### src/verilog/nav_fsm_pkg.sv
//==========================================================
// nav behavior FSM definitions
// state encoding of the avoidance FSM, the behavior codes
// reported to the host and the motion opcodes
//==========================================================
package nav_fsm_pkg;

	typedef enum logic [4:0]
	{
		st_reset          = 5'd0,
		st_start          = 5'd1,
		st_goal           = 5'd2,
		st_avoid_check_0  = 5'd3,
		st_right_0        = 5'd4,  // detour 0, y error non-negative
		st_avoid_check_1  = 5'd5,
		st_right_1        = 5'd6,  // detour 1, y error negative
		st_avoid_check_2  = 5'd7,
		st_fwd_entry_2    = 5'd8,
		st_fwd_2          = 5'd9,
		st_right_2        = 5'd10,
		st_avoid_check_3  = 5'd11,
		st_fwd_entry_3    = 5'd12,
		st_fwd_3          = 5'd13,
		st_left_3         = 5'd14,
		st_wait_0         = 5'd15,
		st_clear_0        = 5'd16,
		st_wait_1         = 5'd17,
		st_clear_1        = 5'd18,
		st_wait_fwd_2     = 5'd19,
		st_clear_fwd_2    = 5'd20,
		st_wait_right_2   = 5'd21,
		st_clear_right_2  = 5'd22,
		st_wait_fwd_3     = 5'd23,
		st_clear_fwd_3    = 5'd24,
		st_wait_left_3    = 5'd25,
		st_clear_left_3   = 5'd26
	} nav_state_e;

	typedef enum logic [7:0]
	{
		goal_code  = 8'd50,
		avoid_code = 8'd100
	} beh_code_e;

	// right is y negative, left is y positive, forward is x positive
	typedef enum logic [1:0]
	{
		mot_stop  = 2'd0,
		mot_right = 2'd1,
		mot_left  = 2'd2,
		mot_fwd   = 2'd3
	} motion_e;

endpackage

### src/verilog/nav_fixed_pkg.sv
//==========================================================
// nav fixed-point definitions
// sign-magnitude word used for distances, goal errors and
// velocity commands: 1 sign bit, 8 integer bits, 8 fraction
// bits, in centimetres
//==========================================================
package nav_fixed_pkg;

	localparam int word_width = 17; // sign + 8 int + 8 frac
	localparam int frac_bits = 8;

	// top bit set means negative, the rest is the magnitude
	typedef logic [word_width-1:0] sm_word_t;

	//==========================================================
	// default thresholds and speed
	//==========================================================
	localparam sm_word_t default_safe_dist = sm_word_t'(15 << frac_bits); // 15.0 cm
	localparam sm_word_t default_err_tol = sm_word_t'(10 << frac_bits); // 10.0 cm
	localparam sm_word_t default_vel_mag = sm_word_t'(50 << frac_bits); // 50.0 cm/s

endpackage
### src/verilog/behavior_controller.sv
//==========================================================
// robot behavior controller
// go-to-goal or obstacle avoidance from four range sensors
// and the goal errors, with an external wait timer
//==========================================================
`timescale 1ns/10ps

module behavior_controller
#(
	parameter nav_fixed_pkg::sm_word_t safe_dist = nav_fixed_pkg::default_safe_dist,
	parameter nav_fixed_pkg::sm_word_t err_tol = nav_fixed_pkg::default_err_tol,
	parameter nav_fixed_pkg::sm_word_t vel_mag = nav_fixed_pkg::default_vel_mag
)
(
	input  logic SC_STATEMACHINE_DESC_CLOCK_50,
	input  logic SC_STATEMACHINE_DESC_RESET_InHigh,
	input  nav_fixed_pkg::sm_word_t dist_1,
	input  nav_fixed_pkg::sm_word_t dist_2,
	input  nav_fixed_pkg::sm_word_t dist_3,
	input  nav_fixed_pkg::sm_word_t dist_4,
	input  nav_fixed_pkg::sm_word_t err_x,
	input  nav_fixed_pkg::sm_word_t err_y,
	input  logic time_flag_n,
	output nav_fixed_pkg::sm_word_t vel_x,
	output nav_fixed_pkg::sm_word_t vel_y,
	output logic enable_time_n,
	output logic clear_time_n,
	output logic behavior,
	output nav_fsm_pkg::beh_code_e current_beh
);

	logic near_1;
	logic near_2;
	logic near_3;
	logic near_4;
	logic any_near;
	logic err_x_neg;
	logic err_y_neg;
	logic err_y_small;
	nav_fsm_pkg::nav_state_e state;

	proximity_classify #(.safe_dist(safe_dist), .err_tol(err_tol)) u_classify
	(
		.dist_1(dist_1), .dist_2(dist_2), .dist_3(dist_3), .dist_4(dist_4),
		.err_x(err_x), .err_y(err_y),
		.near_1(near_1), .near_2(near_2), .near_3(near_3), .near_4(near_4),
		.any_near(any_near), .err_x_neg(err_x_neg), .err_y_neg(err_y_neg),
		.err_y_small(err_y_small)
	);

	avoid_fsm u_fsm
	(
		.SC_STATEMACHINE_DESC_CLOCK_50(SC_STATEMACHINE_DESC_CLOCK_50),
		.SC_STATEMACHINE_DESC_RESET_InHigh(SC_STATEMACHINE_DESC_RESET_InHigh),
		.near_1(near_1), .near_2(near_2), .near_3(near_3), .near_4(near_4),
		.any_near(any_near), .err_x_neg(err_x_neg), .err_y_neg(err_y_neg),
		.err_y_small(err_y_small), .time_flag_n(time_flag_n), .state(state)
	);

	motion_decode #(.vel_mag(vel_mag)) u_decode
	(
		.state(state), .vel_x(vel_x), .vel_y(vel_y),
		.enable_time_n(enable_time_n), .clear_time_n(clear_time_n),
		.behavior(behavior), .current_beh(current_beh)
	);

endmodule

### src/verilog/motion_decode.sv
//==========================================================
// motion decoder
// Moore outputs of the behavior FSM: velocity commands,
// behavior flag and code, and the wait timer strobes
//==========================================================
`timescale 1ns/10ps

module motion_decode
#(
	parameter nav_fixed_pkg::sm_word_t vel_mag = nav_fixed_pkg::default_vel_mag
)
(
	input  nav_fsm_pkg::nav_state_e state,
	output nav_fixed_pkg::sm_word_t vel_x,
	output nav_fixed_pkg::sm_word_t vel_y,
	output logic enable_time_n,
	output logic clear_time_n,
	output logic behavior,
	output nav_fsm_pkg::beh_code_e current_beh
);

	nav_fsm_pkg::motion_e motion;

	always_comb
	begin
		motion = nav_fsm_pkg::mot_stop;
		enable_time_n = 1'b1;
		clear_time_n = 1'b1;
		behavior = 1'b0; // avoiding unless listed below
		case (state)
			nav_fsm_pkg::st_right_0, nav_fsm_pkg::st_right_1, nav_fsm_pkg::st_right_2:
				motion = nav_fsm_pkg::mot_right;
			nav_fsm_pkg::st_wait_0, nav_fsm_pkg::st_wait_1, nav_fsm_pkg::st_wait_right_2:
			begin
				motion = nav_fsm_pkg::mot_right;
				enable_time_n = 1'b0; // timer runs
			end
			nav_fsm_pkg::st_clear_0, nav_fsm_pkg::st_clear_1, nav_fsm_pkg::st_clear_right_2:
			begin
				motion = nav_fsm_pkg::mot_right;
				clear_time_n = 1'b0; // rearm timer
			end
			nav_fsm_pkg::st_fwd_entry_2, nav_fsm_pkg::st_fwd_2,
			nav_fsm_pkg::st_fwd_entry_3, nav_fsm_pkg::st_fwd_3:
				motion = nav_fsm_pkg::mot_fwd;
			nav_fsm_pkg::st_wait_fwd_2, nav_fsm_pkg::st_wait_fwd_3:
			begin
				motion = nav_fsm_pkg::mot_fwd;
				enable_time_n = 1'b0;
			end
			nav_fsm_pkg::st_clear_fwd_2, nav_fsm_pkg::st_clear_fwd_3:
			begin
				motion = nav_fsm_pkg::mot_fwd;
				clear_time_n = 1'b0;
			end
			nav_fsm_pkg::st_left_3:
				motion = nav_fsm_pkg::mot_left;
			nav_fsm_pkg::st_wait_left_3:
			begin
				motion = nav_fsm_pkg::mot_left;
				enable_time_n = 1'b0;
			end
			nav_fsm_pkg::st_clear_left_3:
			begin
				motion = nav_fsm_pkg::mot_left;
				clear_time_n = 1'b0;
			end
			default:
				behavior = 1'b1; // reset, start, goal, checks
		endcase
	end

	// opcode to sign-magnitude velocity
	always_comb
	begin
		vel_x = '0;
		vel_y = '0;
		case (motion)
			nav_fsm_pkg::mot_right:
				vel_y = {1'b1, vel_mag[nav_fixed_pkg::word_width-2:0]}; // negative y
			nav_fsm_pkg::mot_left:
				vel_y = vel_mag;
			nav_fsm_pkg::mot_fwd:
				vel_x = vel_mag;
			default:
				vel_x = '0; // stop
		endcase
	end

	assign current_beh = behavior ? nav_fsm_pkg::goal_code : nav_fsm_pkg::avoid_code;

endmodule

### src/verilog/avoid_fsm.sv
//==========================================================
// behavior FSM
// switches between go-to-goal and one of four obstacle
// detours, waiting on the external timer between legs
//==========================================================
`timescale 1ns/10ps

module avoid_fsm
(
	input  logic SC_STATEMACHINE_DESC_CLOCK_50,
	input  logic SC_STATEMACHINE_DESC_RESET_InHigh,
	input  logic near_1,
	input  logic near_2,
	input  logic near_3,
	input  logic near_4,
	input  logic any_near,
	input  logic err_x_neg,
	input  logic err_y_neg,
	input  logic err_y_small,
	input  logic time_flag_n,
	output nav_fsm_pkg::nav_state_e state
);

	nav_fsm_pkg::nav_state_e state_next;

	//==========================================================
	// next-state logic
	//==========================================================
	always_comb
	begin
		case (state)
			nav_fsm_pkg::st_reset:
				state_next = nav_fsm_pkg::st_start;
			nav_fsm_pkg::st_start:
				state_next = nav_fsm_pkg::st_goal;
			nav_fsm_pkg::st_goal:
				state_next = any_near ? nav_fsm_pkg::st_avoid_check_0 : nav_fsm_pkg::st_goal;

			// detour 0, sidestep right while sensor 1 sees the obstacle
			nav_fsm_pkg::st_avoid_check_0:
				state_next = !err_y_neg ? nav_fsm_pkg::st_right_0 : nav_fsm_pkg::st_avoid_check_1;
			nav_fsm_pkg::st_right_0:
				state_next = near_1 ? nav_fsm_pkg::st_right_0 : nav_fsm_pkg::st_wait_0;
			nav_fsm_pkg::st_wait_0:
				state_next = !time_flag_n ? nav_fsm_pkg::st_clear_0 : nav_fsm_pkg::st_wait_0;
			nav_fsm_pkg::st_clear_0:
				state_next = nav_fsm_pkg::st_goal;

			// detour 1, sidestep right on sensor 3
			nav_fsm_pkg::st_avoid_check_1:
				state_next = err_y_neg ? nav_fsm_pkg::st_right_1 : nav_fsm_pkg::st_avoid_check_2;
			nav_fsm_pkg::st_right_1:
				state_next = near_3 ? nav_fsm_pkg::st_right_1 : nav_fsm_pkg::st_wait_1;
			nav_fsm_pkg::st_wait_1:
				state_next = !time_flag_n ? nav_fsm_pkg::st_clear_1 : nav_fsm_pkg::st_wait_1;
			nav_fsm_pkg::st_clear_1:
				state_next = nav_fsm_pkg::st_goal;

			// detour 2, forward past sensor 2 then right past sensor 3
			nav_fsm_pkg::st_avoid_check_2:
				if (!err_x_neg && err_y_small)
					state_next = nav_fsm_pkg::st_fwd_entry_2;
				else
					state_next = nav_fsm_pkg::st_avoid_check_3;
			nav_fsm_pkg::st_fwd_entry_2:
				state_next = near_2 ? nav_fsm_pkg::st_fwd_2 : nav_fsm_pkg::st_goal; // side clear
			nav_fsm_pkg::st_fwd_2:
				state_next = near_2 ? nav_fsm_pkg::st_fwd_2 : nav_fsm_pkg::st_wait_fwd_2;
			nav_fsm_pkg::st_wait_fwd_2:
				if (!time_flag_n)
					state_next = nav_fsm_pkg::st_clear_fwd_2;
				else
					state_next = nav_fsm_pkg::st_wait_fwd_2;
			nav_fsm_pkg::st_clear_fwd_2:
				state_next = nav_fsm_pkg::st_right_2;
			nav_fsm_pkg::st_right_2:
				state_next = near_3 ? nav_fsm_pkg::st_right_2 : nav_fsm_pkg::st_wait_right_2;
			nav_fsm_pkg::st_wait_right_2:
				if (!time_flag_n)
					state_next = nav_fsm_pkg::st_clear_right_2;
				else
					state_next = nav_fsm_pkg::st_wait_right_2;
			nav_fsm_pkg::st_clear_right_2:
				state_next = nav_fsm_pkg::st_goal;

			// detour 3, mirror of detour 2 on sensor 4, leaves to the left
			nav_fsm_pkg::st_avoid_check_3:
				if (err_x_neg && err_y_small)
					state_next = nav_fsm_pkg::st_fwd_entry_3;
				else
					state_next = nav_fsm_pkg::st_goal; // no detour applies
			nav_fsm_pkg::st_fwd_entry_3:
				state_next = near_4 ? nav_fsm_pkg::st_fwd_3 : nav_fsm_pkg::st_goal;
			nav_fsm_pkg::st_fwd_3:
				state_next = near_4 ? nav_fsm_pkg::st_fwd_3 : nav_fsm_pkg::st_wait_fwd_3;
			nav_fsm_pkg::st_wait_fwd_3:
				if (!time_flag_n)
					state_next = nav_fsm_pkg::st_clear_fwd_3;
				else
					state_next = nav_fsm_pkg::st_wait_fwd_3;
			nav_fsm_pkg::st_clear_fwd_3:
				state_next = nav_fsm_pkg::st_left_3;
			nav_fsm_pkg::st_left_3:
				state_next = near_3 ? nav_fsm_pkg::st_left_3 : nav_fsm_pkg::st_wait_left_3;
			nav_fsm_pkg::st_wait_left_3:
				if (!time_flag_n)
					state_next = nav_fsm_pkg::st_clear_left_3;
				else
					state_next = nav_fsm_pkg::st_wait_left_3;
			nav_fsm_pkg::st_clear_left_3:
				state_next = nav_fsm_pkg::st_goal;

			default:
				state_next = nav_fsm_pkg::st_reset; // unused codes recover
		endcase
	end

	//==========================================================
	// state register
	//==========================================================
	always_ff @(posedge SC_STATEMACHINE_DESC_CLOCK_50 or posedge SC_STATEMACHINE_DESC_RESET_InHigh)
	begin
		if (SC_STATEMACHINE_DESC_RESET_InHigh)
			state <= nav_fsm_pkg::st_reset;
		else
			state <= state_next;
	end

endmodule

### src/verilog/proximity_classify.sv
//==========================================================
// proximity classifier
// compares the four range sensors against the safe distance
// and reduces the goal errors to sign and tolerance flags
//==========================================================
`timescale 1ns/10ps

module proximity_classify
#(
	parameter nav_fixed_pkg::sm_word_t safe_dist = nav_fixed_pkg::default_safe_dist,
	parameter nav_fixed_pkg::sm_word_t err_tol = nav_fixed_pkg::default_err_tol
)
(
	input  nav_fixed_pkg::sm_word_t dist_1,
	input  nav_fixed_pkg::sm_word_t dist_2,
	input  nav_fixed_pkg::sm_word_t dist_3,
	input  nav_fixed_pkg::sm_word_t dist_4,
	input  nav_fixed_pkg::sm_word_t err_x,
	input  nav_fixed_pkg::sm_word_t err_y,
	output logic near_1,
	output logic near_2,
	output logic near_3,
	output logic near_4,
	output logic any_near,
	output logic err_x_neg,
	output logic err_y_neg,
	output logic err_y_small
);

	localparam int sign_bit = nav_fixed_pkg::word_width - 1;

	assign near_1 = (dist_1 <= safe_dist); // whole word, sign included
	assign near_2 = (dist_2 <= safe_dist);
	assign near_3 = (dist_3 <= safe_dist);
	assign near_4 = (dist_4 <= safe_dist);
	assign any_near = near_1 | near_2 | near_3 | near_4;

	assign err_x_neg = err_x[sign_bit];
	assign err_y_neg = err_y[sign_bit];
	assign err_y_small = (err_y[sign_bit-1:0] <= err_tol[sign_bit-1:0]); // magnitudes only

endmodule

### config.mk
export PLATFORM = sky130hd
export DESIGN_NAME = behavior_controller
export DESIGN_NICKNAME = d
export VERILOG_FILES = /design/src/verilog/nav_fsm_pkg.sv /design/src/verilog/nav_fixed_pkg.sv /design/src/verilog/behavior_controller.sv /design/src/verilog/motion_decode.sv /design/src/verilog/avoid_fsm.sv /design/src/verilog/proximity_classify.sv
export SDC_FILE = /design/constraint.sdc
export NUM_CORES = 1
export LEC_CHECK = 0
export BUFFER_PORTS_ARGS = -buffer_cell sky130_fd_sc_hd__buf_4
export CAP_MARGIN = 20
export CORE_ASPECT_RATIO = 1.1
export CORE_UTILIZATION = 39
export CTS_CLUSTER_SIZE = 8
export DETAILED_ROUTE_END_ITERATION = 12
export GPL_ROUTABILITY_DRIVEN = 0
export PLACE_DENSITY_LB_ADDON = 0.2
export SLEW_MARGIN = 20
export SYNTH_ARGS = -nofsm -noshare
export SYNTH_HDL_FRONTEND = slang
export SYNTH_HIERARCHICAL = 1
export SYNTH_SLANG_ARGS = --single-unit
### constraint.sdc
create_clock -name SC_STATEMACHINE_DESC_CLOCK_50 -period 3.21 [get_ports SC_STATEMACHINE_DESC_CLOCK_50]
set_input_delay 0.1605 -clock SC_STATEMACHINE_DESC_CLOCK_50 [delete_from_list [all_inputs] [get_ports SC_STATEMACHINE_DESC_CLOCK_50]]
set_output_delay 0.1605 -clock SC_STATEMACHINE_DESC_CLOCK_50 [all_outputs]
set_load 0.005 [all_outputs]
==> tab_implementation.tex, run 1 <==
\begin{tabular}{lr}
\hline
Metric & Value \\
\hline
\multicolumn{2}{l}{\textbf{Final layout}} \\
Area growth from synthesis to layout & 40.3\% \\
Most frequent cells in the layout & sky130\_fd\_sc\_hd\_\_buf\_4, sky130\_fd\_sc\_hd\_\_conb\_1, sky130\_fd\_sc\_hd\_\_nand2\_1, sky130\_fd\_sc\_hd\_\_nor2\_1 \\
Biggest regs & u\_fsm/state x5 \\
Cell area after layout & slightly above 2000 um\^{}2 \\
Commonest non-fill, non-tap cell in the layout & sky130\_fd\_sc\_hd\_\_buf\_4 \\
\# nets final & around 400 \\
Number of flip-flops in the largest register & 5 \\
Top register by number of flip-flops & u\_fsm/state \\
Fraction of layout instances using a drive strength above 1 & 0.387 \\
Fill cells & approximately 340 \\
Ant diodes & 0 \\
\multicolumn{2}{l}{\textbf{Synth}} \\
Number of distinct library cell variants in the gate-level netlist after synthesis & 52 \\
Area share of the largest cell type after synthesis & 0.215 \\
Seq/Total Area, Yosys & 0.0855 \\
Ranking of synthesized cells by area & sky130\_fd\_sc\_hd\_\_buf\_4, sky130\_fd\_sc\_hd\_\_dfrtp\_1, sky130\_fd\_sc\_hd\_\_nand2\_1, sky130\_fd\_sc\_hd\_\_nor4\_1, sky130\_fd\_sc\_hd\_\_o21ai\_0 \\
Syn Std Cell Area & 1460 um\^{}2 \\
Library cell occupying the most area in the post-synthesis netlist & sky130\_fd\_sc\_hd\_\_buf\_4 \\
Mapped Avg Cell Area & roughly 6.7 um\^{}2 \\
Synthesized flop and latch total & 5 \\
Primary flip-flop cell chosen by synthesis mapping & sky130\_fd\_sc\_hd\_\_dfrtp\_1 \\
Ys async rst share & 1.00 \\
Post-Syn Instances & roughly 220 \\
Number of enable flip-flop cells after synthesis & 0 \\
Yosys warning count & 6 \\
\multicolumn{2}{l}{\textbf{Outcome}} \\
Run status & finished, final reports clean \\
\multicolumn{2}{l}{\textbf{Floorplan}} \\
Area of the core & between 3000 and 4000 um\^{}2 \\
Die Outline Area & 4000 um\^{}2 \\
Row count & 22 \\
Starting utilization of the core area & 0.422 \\
Top-level port count & 150 \\
Die H & 66.3 um \\
Floorplan die width & 60.4 um \\
\multicolumn{2}{l}{\textbf{Job}} \\
Max Cap Violations & 0 \\
\multicolumn{2}{l}{\textbf{Setup path}} \\
Cell at the slowest stage of the critical path & sky130\_fd\_sc\_hd\_\_dfrtp\_1 \\
Largest delay contributor family on the critical path & flip-flops \\
Type of destination of the critical path & output pin \\
R2r startpoint & u\_fsm/state[0] \\
Maximum net fanout on the critical path & 31 \\
Worst EP arrival & around 2.2 ns \\
Worst Setup Start Kind & flip-flop \\
Critical register-to-register path endpoint & u\_fsm/state[1] \\
Ordered list of cells on the worst path & nor3b\_1 -> o21a\_1 -> a41oi\_1 -> ha\_1 -> inv\_1 -> buf\_4 \\
Category of the most critical setup path & flip-flop to output pin \\
Crit path required time & about 3 ns \\
Register-to-register path setup slack & between 1 and 1.5 ns \\
Delay of the slowest cell on the worst path & about 0.94 ns \\
Depth of the worst register-to-register path & 5 \\
Number of buffers and inverters on the critical path & 2 \\
\multicolumn{2}{l}{\textbf{Timing}} \\
Max-slew violation total from the final report & 0 \\
Max-Slew Margin vs Limit & 0.377 \\
Slew of the pin with the lowest slew margin & a little over 0.9 ns \\
Clock Skews & between 0.0008 and 0.0009 ns \\
Final Critical Period & between 2 and 2.5 ns \\
Endpoints failing setup & 0 \\
Fmax & between 400 and 500 MHz \\
Hold Fails Final Rpt & 0 \\
Unrepaired setup endpoints after global routing & no \\
Final critical-path share of the clock period & 0.743 \\
Final setup TNS & 0 ns \\
\multicolumn{2}{l}{\textbf{Clock tree}} \\
Number of resized instances in the post-cts repair step & 0 \\
Worst-case clock buffer depth & 2 \\
CTS sink count & 5 \\
Clock-pin slew of the registers on the worst-case setup and hold paths & $\sim$0.040 ns \\
Clock buffers created by TritonCTS & 3 \\
Cell chosen for the clock root & sky130\_fd\_sc\_hd\_\_clkbuf\_4 \\
Clock tree from TritonCTS & yes \\
Depth of the CTS H-tree & 1 \\
Clk Latency, worst-skew pair & around 0.24 ns \\
\multicolumn{2}{l}{\textbf{Global route}} \\
Overall routing resource usage & 0.200 \\
Global-route wire length before repair & $\sim$6300 um \\
Pin count of the biggest net entering global routing & 33 \\
Total grt overflow & 0 \\
Antenna violations before repair & 0 \\
Number of global-route vias before repair & approximately 1500 \\
\multicolumn{2}{l}{\textbf{Detailed routing}} \\
Drt drc & 0 \\
DRT Pass-1 Iters & 4 \\
Routed length per placed instance & around 12 um \\
Starting DRC count in detailed routing & 81 \\
Number of nets with antenna violations after routing & 0 \\
Final WL & between 4000 and 5000 um \\
Via/cell ratio & $\sim$5.1 \\
Total vias in the final route & $\sim$1800 \\
\multicolumn{2}{l}{\textbf{Pwr}} \\
Largest vdd supply drop & roughly 280 uV \\
Leakage power figure & 0.953 nW \\
Cell area power density & around 600 nW/um\^{}2 \\
\multicolumn{2}{l}{\textbf{Placement}} \\
Total of buffers placed on input and output ports & $\sim$100 \\
Detailed Place HPWL & $\sim$3200 um \\
Total cell area at the placement stage & about 2000 um\^{}2 \\
\multicolumn{2}{l}{\textbf{Hold path}} \\
Classification of the worst-slack hold path & input port to flip-flop \\
Worst hold path stage count & 2 \\
Startpoint of the most critical hold path & time\_flag\_n \\
Hold path endpoint & u\_fsm/state[4] \\
\hline
\end{tabular}
-- repair_timing --
action / 4_1_cts / 5_1_grt
hold buffers: 1 / 0
endpoints found under the hold margin: 5 / 0
setup buffers: 0 / 0
setup endpoints to repair: 0 / 0
-- routing by layer --
layer,global-route usage,part of all wire
met3,0.0352,0.088
met5,0,0
met2,0.398,0.55
met4,0.0256,0.00099
met1,0.216,0.36
-- area by class of cell --
cell class / instances / area (um^2) / share of cell area
multi-input combinational: 182 / 1040 / 0.507
timing repair buffer: 103 / 776 / 0.378
sequential: 5 / 125 / 0.0609
tap: 48 / 60.1 / 0.0293
clock buffer: 4 / 26.3 / 0.0128
inverter: 6 / 25.0 / 0.0122
-- worst register-to-register path: cells and delay by family, from the launching register on --
family,cells,cell delay [ns]
DFF,1,0.93
and+or+nand+nor,3,0.56
AOI/OAI and AO/OA,2,0.35
-- cell usage after synthesis, drive strengths merged, types with 5 or more instances --
| cell type | count |
|---|---|
| buf | 52 |
| nand2 | 21 |
| nor2 | 15 |
| o21ai | 13 |
| a21oi | 12 |
| nor4 | 12 |
| nor3 | 10 |
| nand4 | 8 |
| nand3 | 7 |
| inv | 6 |
| or4 | 6 |
| dfrtp | 5 |
-- stage by stage --
stage	utilization	instances	power, mW	hold WS, ns	setup slack [ns]
2_1_floorplan	-	246	0.936	-0.0610	1.43
3_3_place_gp	0.582	343	1.13	0.0668	1.09
3_5_place_dp	0.582	343	1.15	0.0717	1.09
4_1_cts	0.592	348	1.23	0.242	0.821
5_1_grt	0.592	348	1.35	0.243	0.642
6_report	0.592	348	1.23	0.246	0.824
-- worst max-delay path by stage --
stage / from / end / slack [ns] / cells after the start
after floorplan: u_fsm/state[4] / vel_y[12] / 1.43 / 6
after global placement: u_fsm/state[1] / vel_y[9] / 1.09 / 5
after global routing: u_fsm/state[3] / vel_y[9] / 0.64 / 6
after detailed placement: u_fsm/state[3] / vel_y[12] / 1.09 / 6
after CTS: u_fsm/state[3] / vel_y[12] / 0.82 / 6
final: u_fsm/state[2] / vel_y[9] / 0.82 / 6
-- power by group --
| group | total (mW) | leakage, nW | internal (mW) | switching, mW |
|---|---|---|---|---|
| combinational | 0.854 | 0.874 | 0.486 | 0.368 |
| sequential | 0.304 | 0.0634 | 0.0902 | 0.214 |
| clock | 0.0713 | 0.0150 | 0.0469 | 0.0244 |
-- cells by family (layout without fill, tap and decap cells) --
family / count (synthesis) / after routing / synth area share
flops: 5 / 5 / 0.0855
simple gates: 101 / 101 / 0.396
other cells: 2 / 31 / 0.00513
compound gates: 46 / 46 / 0.206
buf+inv: 59 / 113 / 0.278
fa+ha+maj: 3 / 3 / 0.0239
xor+xnor: 1 / 1 / 0.00598
No activity file was read; power rests on OpenSTA's default activity.
==> inputs of run 2 (changes only) <==
--- a/config.mk
+++ b/config.mk
@@ -5,10 +5,11 @@
 export SDC_FILE = /design/constraint.sdc
 export NUM_CORES = 1
 export LEC_CHECK = 0
+export ABC_AREA = 1
 export BUFFER_PORTS_ARGS = -buffer_cell sky130_fd_sc_hd__buf_4
 export CAP_MARGIN = 20
 export CORE_ASPECT_RATIO = 1.1
-export CORE_UTILIZATION = 39
+export CORE_UTILIZATION = 38
 export CTS_CLUSTER_SIZE = 8
 export DETAILED_ROUTE_END_ITERATION = 12
 export GPL_ROUTABILITY_DRIVEN = 0
==> constraint.sdc (replaced) <==
create_clock -name SC_STATEMACHINE_DESC_CLOCK_50 -period 2.3 [get_ports SC_STATEMACHINE_DESC_CLOCK_50]
set_input_delay 0.115 -clock SC_STATEMACHINE_DESC_CLOCK_50 [delete_from_list [all_inputs] [get_ports SC_STATEMACHINE_DESC_CLOCK_50]]
set_output_delay 0.115 -clock SC_STATEMACHINE_DESC_CLOCK_50 [all_outputs]
set_load 0.005 [all_outputs]
==> run 2 against run 1 <==
Count of clock-buffer cells in the layout unchanged; sequential power decreased by 21%; global-route usage decreased by 0.85 points; non-clock buffer count increased by 1; clock skew increased by 0.0016 ns; critical path type unchanged; highest routed layer unchanged; first-iteration DRC count decreased by 23%; synthesized cell count increased by 41%; flip-flop and latch count unchanged; area after synthesis increased by 8.8%; largest cell class unchanged; hold slack improved by 0.089 ns; utilization decreased by 1.9 points; worst setup slack got worse by 0.54 ns.
==> tab_implementation.tex, run 2 <==
\begin{tabular}{lr}
\hline
Metric & Value \\
\hline
\multicolumn{2}{l}{\textbf{Outcome}} \\
Run status & finished, final reports clean \\
\multicolumn{2}{l}{\textbf{Timing}} \\
Final setup TNS & 0 ns (unchanged) \\
Unrepaired setup endpoints after global routing & no \\
Max-slew violation total from the final report & 0 (unchanged) \\
Endpoints failing setup & 0 (unchanged) \\
Hold Fails Final Rpt & 0 (unchanged) \\
Clock Skews & 0.00244 ns (+0.00159 ns) \\
Fmax & around 500 MHz \\
Slew of the pin with the lowest slew margin & 0.504 ns (-0.430 ns) \\
Final Critical Period & $\sim$2.0 ns \\
Final critical-path share of the clock period & 0.878 \\
Post-route setup slack & 0.281 ns (-0.543 ns) \\
Max-Slew Margin vs Limit & 0.662 (+0.285) \\
\multicolumn{2}{l}{\textbf{Synth}} \\
Synth top cells by count & sky130\_fd\_sc\_hd\_\_nand2\_1, sky130\_fd\_sc\_hd\_\_nor2\_1, sky130\_fd\_sc\_hd\_\_buf\_4, sky130\_fd\_sc\_hd\_\_nand3\_1, sky130\_fd\_sc\_hd\_\_inv\_1 \\
Adder-cell share of the synthesized area & 0.0157 (-0.00822) \\
Proportion of synthesized area in mux cells & 0 (unchanged) \\
Fraction of the mapped netlist area in compound gates & 0.0636 (-0.142) \\
Cell with the most instances after synthesis & sky130\_fd\_sc\_hd\_\_nand2\_1 \\
Post-Syn Instances & 305 (+41\%) \\
Seq/Total Area, Yosys & 0.0786 (-0.00692) \\
Ys async rst share & 1.00 (unchanged) \\
Syn Std Cell Area & 1590 um\^{}2 (+8.8\%) \\
Main combinational cell family by area after synthesis & simple AND/OR/NAND/NOR gates \\
Ranking of synthesized cells by area & sky130\_fd\_sc\_hd\_\_buf\_4, sky130\_fd\_sc\_hd\_\_nand2\_1, sky130\_fd\_sc\_hd\_\_nor2\_1, sky130\_fd\_sc\_hd\_\_nand3\_1, sky130\_fd\_sc\_hd\_\_dfrtp\_1 \\
Number of distinct library cell variants in the gate-level netlist after synthesis & 26 (-50\%) \\
Primary flip-flop cell chosen by synthesis mapping & sky130\_fd\_sc\_hd\_\_dfrtp\_1 \\
Library cell occupying the most area in the post-synthesis netlist & sky130\_fd\_sc\_hd\_\_buf\_4 \\
Synthesized flop and latch total & 5 (unchanged) \\
Fraction of synthesized cell area in xor and xnor cells & 0 (-0.00598) \\
Yosys warning count & 6 (unchanged) \\
Simple-gate portion of the synthesized area & 0.566 (+0.170) \\
Number of enable flip-flop cells after synthesis & 0 (unchanged) \\
Mapped Avg Cell Area & 5.22 um\^{}2 (-23\%) \\
Area share of the largest cell type after synthesis & 0.189 (-0.0269) \\
\multicolumn{2}{l}{\textbf{Detailed routing}} \\
Starting DRC count in detailed routing & 62 (-23\%) \\
Final WL & 4100 um (+1.1\%) \\
Total vias in the final route & 2076 (+16\%) \\
Via/cell ratio & 4.58 (-11\%) \\
Routed length per placed instance & 9.05 um (-22\%) \\
Number of nets with antenna violations after routing & 0 (unchanged) \\
Drt drc & 0 (unchanged) \\
DRT Pass-1 Iters & 4 (unchanged) \\
\multicolumn{2}{l}{\textbf{Clock tree}} \\
Clock buffers created by TritonCTS & 3 (unchanged) \\
Clock-pin slew of the registers on the worst-case setup and hold paths & 0.03 ns (about the same) \\
CTS sink count & 5 (unchanged) \\
Clk Latency, worst-skew pair & 0.22 ns (-0.02 ns) \\
Clock tree from TritonCTS & yes \\
Number of resized instances in the post-cts repair step & 0 (unchanged) \\
Cell chosen for the clock root & sky130\_fd\_sc\_hd\_\_clkbuf\_8 \\
Depth of the CTS H-tree & 1 (unchanged) \\
Worst-case clock buffer depth & 2 (unchanged) \\
\multicolumn{2}{l}{\textbf{Final layout}} \\
Biggest regs & u\_fsm/state x5 \\
Top register by number of flip-flops & u\_fsm/state \\
Ant diodes & 0 (unchanged) \\
Fill cells & 438 (+30\%) \\
Fraction of layout instances using a drive strength above 1 & 0.329 (-0.0575) \\
Most frequent cells in the layout & sky130\_fd\_sc\_hd\_\_buf\_4, sky130\_fd\_sc\_hd\_\_nand2\_1, sky130\_fd\_sc\_hd\_\_nor2\_1, sky130\_fd\_sc\_hd\_\_nand3\_1, sky130\_fd\_sc\_hd\_\_conb\_1 \\
Non-Filler Instances & 453 (+30\%) \\
Area growth from synthesis to layout & 43.8\% \\
Commonest non-fill, non-tap cell in the layout & sky130\_fd\_sc\_hd\_\_buf\_4 \\
\# nets final & 509 (+25\%) \\
Number of flip-flops in the largest register & 5 (unchanged) \\
\multicolumn{2}{l}{\textbf{Floorplan}} \\
Die H & 69.9 um (+5.5\%) \\
Starting utilization of the core area & 0.399 (-0.0233) \\
Area of the core & 3990 um\^{}2 (+15\%) \\
Row count & 24 (+9.1\%) \\
Die Outline Area & 4450 um\^{}2 (+11\%) \\
Top-level port count & 150 (unchanged) \\
Floorplan die width & 63.7 um (+5.5\%) \\
\multicolumn{2}{l}{\textbf{Placement}} \\
Number of instances in the placed design & 448 (+31\%) \\
Detailed Place HPWL & 3590 um (+12\%) \\
Worst setup timing slack at the placement stage & 0.510 ns (-0.581 ns) \\
Total of buffers placed on input and output ports & 102 (unchanged) \\
\multicolumn{2}{l}{\textbf{Hold path}} \\
Classification of the worst-slack hold path & input port to flip-flop \\
\multicolumn{2}{l}{\textbf{Setup path}} \\
Worst EP arrival & 1.90 ns (-0.33 ns) \\
Worst Setup Start Kind & flip-flop \\
Maximum net fanout on the critical path & 11 (-65\%) \\
Crit path required time & 2.18 ns (-0.87 ns) \\
Type of destination of the critical path & output pin \\
Category of the most critical setup path & flip-flop to output pin \\
\multicolumn{2}{l}{\textbf{Global route}} \\
Overall routing resource usage & 0.191 (-0.00852) \\
Number of global-route vias before repair & 1940 (+26\%) \\
Total grt overflow & 0 (unchanged) \\
Antenna violations before repair & 0 (unchanged) \\
Global-route wire length before repair & 7140 um (+14\%) \\
Pin count of the biggest net entering global routing & 16 (-52\%) \\
\multicolumn{2}{l}{\textbf{Pwr}} \\
Cell area power density & 788 nW/um\^{}2 (+32\%) \\
Leakage power figure & 1.34 nW (+41\%) \\
Largest vdd supply drop & 395 uV (+39\%) \\
\multicolumn{2}{l}{\textbf{Job}} \\
Max Cap Violations & 0 (unchanged) \\
\hline
\end{tabular}
[run 2: changes by cell type after synthesis, moves of 10 or more]
cell	change
sky130_fd_sc_hd__nand3_1	+30
sky130_fd_sc_hd__nor2_1	+50
sky130_fd_sc_hd__nor4_1	-10
sky130_fd_sc_hd__nand2_1	+49
sky130_fd_sc_hd__inv_1	+23
[run 2: metal layers]
| layer | global-route usage | part of all wire |
|---|---|---|
| met1 | 0.189 | 0.35 |
| met2 | 0.389 | 0.56 |
| met3 | 0.0163 | 0.077 |
| met4 | 0.0859 | 0.015 |
| met5 | 0 | 0 |
[run 2: kinds of logic after synthesis]
family          count (synthesis)
compound gates                 18
flops                           5
fa+ha+maj                       2
other cells                     2
simple gates                  203
buf+inv                        75
[run 2: report_power, final]
| part | switching [mW] | internal, mW | leakage (nW) | total (mW) |
|---|---|---|---|---|
| Clock | 0.0375 | 0.118 | 0.0228 | 0.156 |
| Combinational | 0.771 | 0.636 | 1.26 | 1.41 |
| Sequential | 0.111 | 0.130 | 0.0637 | 0.241 |
[run 2: cell type report]
| cell class | count | area [um^2] | share of cell area |
|---|---|---|---|
| Timing Repair Buffer | 104 | 783 | 0.342 |
| Sequential cell | 5 | 125 | 0.0546 |
| Inverter | 34 | 128 | 0.0557 |
| Clock buffer | 4 | 45.0 | 0.0197 |
| Tap cell | 52 | 65.1 | 0.0284 |
| Multi-Input combinational cell | 254 | 1140 | 0.499 |
[run 2: final timing paths]
path | startpoint | end | slack [ns] | cells past startpoint
setup / recovery | u_fsm/state[3] | vel_y[13] | 0.28 | 10
hold reg to reg | u_fsm/state[2] | u_fsm/state[2] | 0.89 | 4
max in group asynchronous | SC_STATEMACHINE_DESC_RESET_InHigh | u_fsm/state[1] | 1.79 | 3
setup reg to reg | u_fsm/state[3] | u_fsm/state[1] | 0.63 | 7
min in group asynchronous | SC_STATEMACHINE_DESC_RESET_InHigh | u_fsm/state[3] | 0.35 | 3
hold / removal | err_x[16] | u_fsm/state[2] | 0.33 | 5
[run 2: repair_timing]
action | in CTS | in global routing
endpoints found under the hold margin | 5 | 0
hold buffers | 1 | 0
buffers inserted | 0 | 0
[run 2: worst max-delay path, stage by stage (launching register included)]
cell and delay [ns]:
sky130_fd_sc_hd__dfrtp_1 0.55, sky130_fd_sc_hd__inv_2 0.08, sky130_fd_sc_hd__nand2_2 0.10, sky130_fd_sc_hd__nor2_1 0.04
sky130_fd_sc_hd__o21ai_1 0.14, sky130_fd_sc_hd__nand3_2 0.14, sky130_fd_sc_hd__inv_2 0.07, sky130_fd_sc_hd__nand2_1 0.07
sky130_fd_sc_hd__ha_1 0.29, sky130_fd_sc_hd__inv_1 0.09, sky130_fd_sc_hd__buf_4 0.11
[run 2: stage by stage]
step	power (mW)	hold slack (ns)	utilization	area (um^2)
floorplan	1.22	-0.106	-	1700
global placement	1.63	0.0224	0.560	2230
detailed placement	1.64	0.0225	0.560	2230
CTS	1.81	0.327	0.573	2290
global route	2.00	0.364	0.573	2290
finish	1.80	0.335	0.573	2290
==> inputs of run 3 (changes only) <==
--- a/config.mk
+++ b/config.mk
@@ -8,12 +8,15 @@
 export ABC_AREA = 1
 export BUFFER_PORTS_ARGS = -buffer_cell sky130_fd_sc_hd__buf_4
 export CAP_MARGIN = 20
+export CELL_PAD_IN_SITES_DETAIL_PLACEMENT = 0
+export CELL_PAD_IN_SITES_GLOBAL_PLACEMENT = 1
 export CORE_ASPECT_RATIO = 1.1
-export CORE_UTILIZATION = 38
+export CORE_UTILIZATION = 22
 export CTS_CLUSTER_SIZE = 8
 export DETAILED_ROUTE_END_ITERATION = 12
 export GPL_ROUTABILITY_DRIVEN = 0
 export PLACE_DENSITY_LB_ADDON = 0.2
+export SETUP_SLACK_MARGIN = 0.2
 export SLEW_MARGIN = 20
 export SYNTH_ARGS = -nofsm -noshare
 export SYNTH_HDL_FRONTEND = slang
==> run 3 against run 2 <==
Clock skew down 0.0013 ns; routed wire length grew 13%; final cell count rose by 7.5%; clock power barely moved; sequential power is 4% higher; worst setup slack improved by 0.093 ns; final area increased by 2.3%.
==> tab_implementation.tex, run 3 (synthesis results as in run 2) <==
\begin{tabular}{lr}
\hline
Metric & Value \\
\hline
\multicolumn{2}{l}{\textbf{Timing}} \\
Fmax & 519 MHz (+4.8\%) \\
Unrepaired setup endpoints after global routing & no \\
Final critical-path share of the clock period & 0.837 (-0.0406) \\
Endpoints failing setup & 0 (unchanged) \\
Post-route setup slack & 0.374 ns (+0.0933 ns) \\
Hold Fails Final Rpt & 0 (unchanged) \\
Clock Skews & 0.00118 ns (-0.00127 ns) \\
Final setup TNS & 0 ns (unchanged) \\
Final Critical Period & 1.93 ns (-0.0933 ns) \\
Max-slew violation total from the final report & 0 (unchanged) \\
\multicolumn{2}{l}{\textbf{Hold path}} \\
Classification of the worst-slack hold path & input port to async pin \\
\multicolumn{2}{l}{\textbf{Floorplan}} \\
Top-level port count & 150 (unchanged) \\
Die H & 91.2 um (+31\%) \\
Die Outline Area & 7580 um\^{}2 (+70\%) \\
Area of the core & 7010 um\^{}2 (+75\%) \\
Floorplan die width & 83.1 um (+30\%) \\
Row count & 32 (+33\%) \\
Starting utilization of the core area & 0.227 (-0.171) \\
\multicolumn{2}{l}{\textbf{Pwr}} \\
Leakage power figure & 1.34 nW (about the same) \\
Cell area power density & 786 nW/um\^{}2 (-0.15\%) \\
Overall power consumption & 1.84 mW (+2.1\%) \\
Largest vdd supply drop & 557 uV (+41\%) \\
\multicolumn{2}{l}{\textbf{Final layout}} \\
Top register by number of flip-flops & u\_fsm/state \\
Commonest non-fill, non-tap cell in the layout & sky130\_fd\_sc\_hd\_\_buf\_4 \\
Non-Filler Instances & 487 (+7.5\%) \\
Cell area after layout & 2340 um\^{}2 (+2.3\%) \\
Area growth from synthesis to layout & 47.1\% \\
Most frequent cells in the layout & sky130\_fd\_sc\_hd\_\_buf\_4, sky130\_fd\_sc\_hd\_\_nand2\_1, sky130\_fd\_sc\_hd\_\_nor2\_1, sky130\_fd\_sc\_hd\_\_nand3\_1, sky130\_fd\_sc\_hd\_\_conb\_1 \\
Biggest regs & u\_fsm/state x5 \\
Number of flip-flops in the largest register & 5 (unchanged) \\
Fraction of layout instances using a drive strength above 1 & 0.338 (+0.00913) \\
\# nets final & 510 (+0.20\%) \\
Ant diodes & 0 (unchanged) \\
\multicolumn{2}{l}{\textbf{Setup path}} \\
Cell at the slowest stage of the critical path & sky130\_fd\_sc\_hd\_\_dfrtp\_1 \\
Ordered list of cells on the worst path & nand2\_1 -> nor2\_1 -> nor2\_1 -> nand3\_2 -> inv\_2 -> nand2\_1 -> ha\_1 -> inv\_1 -> buf\_4 \\
Worst EP arrival & 1.81 ns (-0.09 ns) \\
Worst Setup Start Kind & flip-flop \\
Maximum net fanout on the critical path & 11 (unchanged) \\
Delay of the slowest cell on the worst path & 0.51 ns (-0.04 ns) \\
Type of destination of the critical path & output pin \\
Category of the most critical setup path & flip-flop to output pin \\
Crit path required time & 2.18 ns (about the same) \\
\multicolumn{2}{l}{\textbf{Global route}} \\
Met2 track utilization from global routing & 0.247 (-0.142) \\
Routing layer with the top usage in global route & met2 \\
Pin count of the biggest net entering global routing & 16 (unchanged) \\
Number of global-route vias before repair & 1931 (-0.46\%) \\
Antenna violations before repair & 0 (unchanged) \\
Routing usage on met1 & 0.135 (-0.0539) \\
Global-route wire length before repair & 7980 um (+12\%) \\
Met3 routing resource usage after global routing & 0.00909 (-0.00725) \\
Total grt overflow & 0 (unchanged) \\
Overall routing resource usage & 0.123 (-0.0687) \\
\multicolumn{2}{l}{\textbf{Job}} \\
Max Cap Violations & 0 (unchanged) \\
\multicolumn{2}{l}{\textbf{Clock tree}} \\
Clock tree from TritonCTS & yes \\
Depth of the CTS H-tree & 1 (unchanged) \\
Clock buffers created by TritonCTS & 3 (unchanged) \\
Clk Latency, worst-skew pair & 0.22 ns (about the same) \\
CTS sink count & 5 (unchanged) \\
Clock-pin slew of the registers on the worst-case setup and hold paths & 0.03 ns (about the same) \\
Cell chosen for the clock root & sky130\_fd\_sc\_hd\_\_clkbuf\_8 \\
Worst-case clock buffer depth & 2 (unchanged) \\
\multicolumn{2}{l}{\textbf{Placement}} \\
Number of instances in the placed design & 482 (+7.6\%) \\
Worst setup timing slack at the placement stage & 0.492 ns (-0.0181 ns) \\
Total of buffers placed on input and output ports & 102 (unchanged) \\
Detailed Place HPWL & 4040 um (+12\%) \\
Total cell area at the placement stage & 2280 um\^{}2 (+2.2\%) \\
\multicolumn{2}{l}{\textbf{Detailed routing}} \\
Total vias in the final route & 2075 (-0.048\%) \\
Via/cell ratio & 4.26 (-7.0\%) \\
Routed length per placed instance & 9.49 um (+4.8\%) \\
Number of nets with antenna violations after routing & 0 (unchanged) \\
DRT Pass-1 Iters & 4 (unchanged) \\
Starting DRC count in detailed routing & 84 (+35\%) \\
Final WL & 4620 um (+13\%) \\
Drt drc & 0 (unchanged) \\
\multicolumn{2}{l}{\textbf{Outcome}} \\
Run status & finished, final reports clean \\
\hline
\end{tabular}
[run 3: cell count changes in the layout (fill, tap and decap cells not counted)]
| cell | delta |
|---|---|
| sky130_fd_sc_hd__buf_4 | +1 |
| sky130_fd_sc_hd__dfrtp_1 | -3 |
| sky130_fd_sc_hd__dfrtp_2 | +3 |
[run 3: repair_timing]
| action | 4_1_cts | 5_1_grt |
|---|---|---|
| setup buffers | 0 | 0 |
| gates resized for setup | 0 | 3 |
| endpoints found under the setup margin | 0 | 3 |
| hold endpoints to repair | 5 | 0 |
| hold buffers | 1 | 0 |
[run 3: worst max-delay path, delay by kind of cell, from the launching register on]
kind	cells	cell delay [ns]
adder cells (fa/ha/maj)	1	0.29
buffers and inverters	3	0.27
AND/OR/NAND/NOR	5	0.52
flip-flops	1	0.51
[run 3: layout make-up]
| type | instances | area, um^2 |
|---|---|---|
| flip-flops and latches | 5 | 129 |
| inverters | 34 | 128 |
| clock buffers | 4 | 45.0 |
| multi-input cells | 254 | 1140 |
| well taps | 85 | 106 |
| repair buffers | 105 | 791 |
| fillers | 804 | 4660 |
[run 3: per-layer routing]
layer | routed length, um | share of wire
met1 | 1780 | 0.39
met2 | 2470 | 0.54
met3 | 292 | 0.063
met4 | 74 | 0.016
met5 | 0 | 0
[run 3: stage by stage]
step | hold slack [ns] | utilization
5_1_grt | 0.369 | 0.334
2_1_floorplan | -0.106 | -
3_5_place_dp | 0.0240 | 0.326
6_report | 0.340 | 0.334
3_3_place_gp | 0.0214 | 0.326
4_1_cts | 0.332 | 0.334
[run 3: where the power goes]
group	leakage [nW]	total [mW]	internal, mW	switching, mW
Sequential	0.0598	0.250	0.136	0.114
Clock	0.0228	0.158	0.119	0.0391
Combinational	1.26	1.43	0.651	0.784
[run 3: path summary, 6_finish.rpt]
| kind | cells past startpoint | start | to | slack (ns) |
|---|---|---|---|---|
| worst max-delay path | 9 | u_fsm/state[0] | vel_y[12] | 0.37 |
| worst min-delay path | 3 | SC_STATEMACHINE_DESC_RESET_InHigh | u_fsm/state[4] | 0.34 |
| worst max register to register | 9 | u_fsm/state[0] | u_fsm/state[0] | 0.56 |
| worst min register to register | 4 | u_fsm/state[2] | u_fsm/state[1] | 0.80 |
| max in group asynchronous | 3 | SC_STATEMACHINE_DESC_RESET_InHigh | u_fsm/state[3] | 1.78 |
| min in group SC_STATEMACHINE_DESC_CLOCK_50 | 5 | err_x[16] | u_fsm/state[2] | 0.34 |
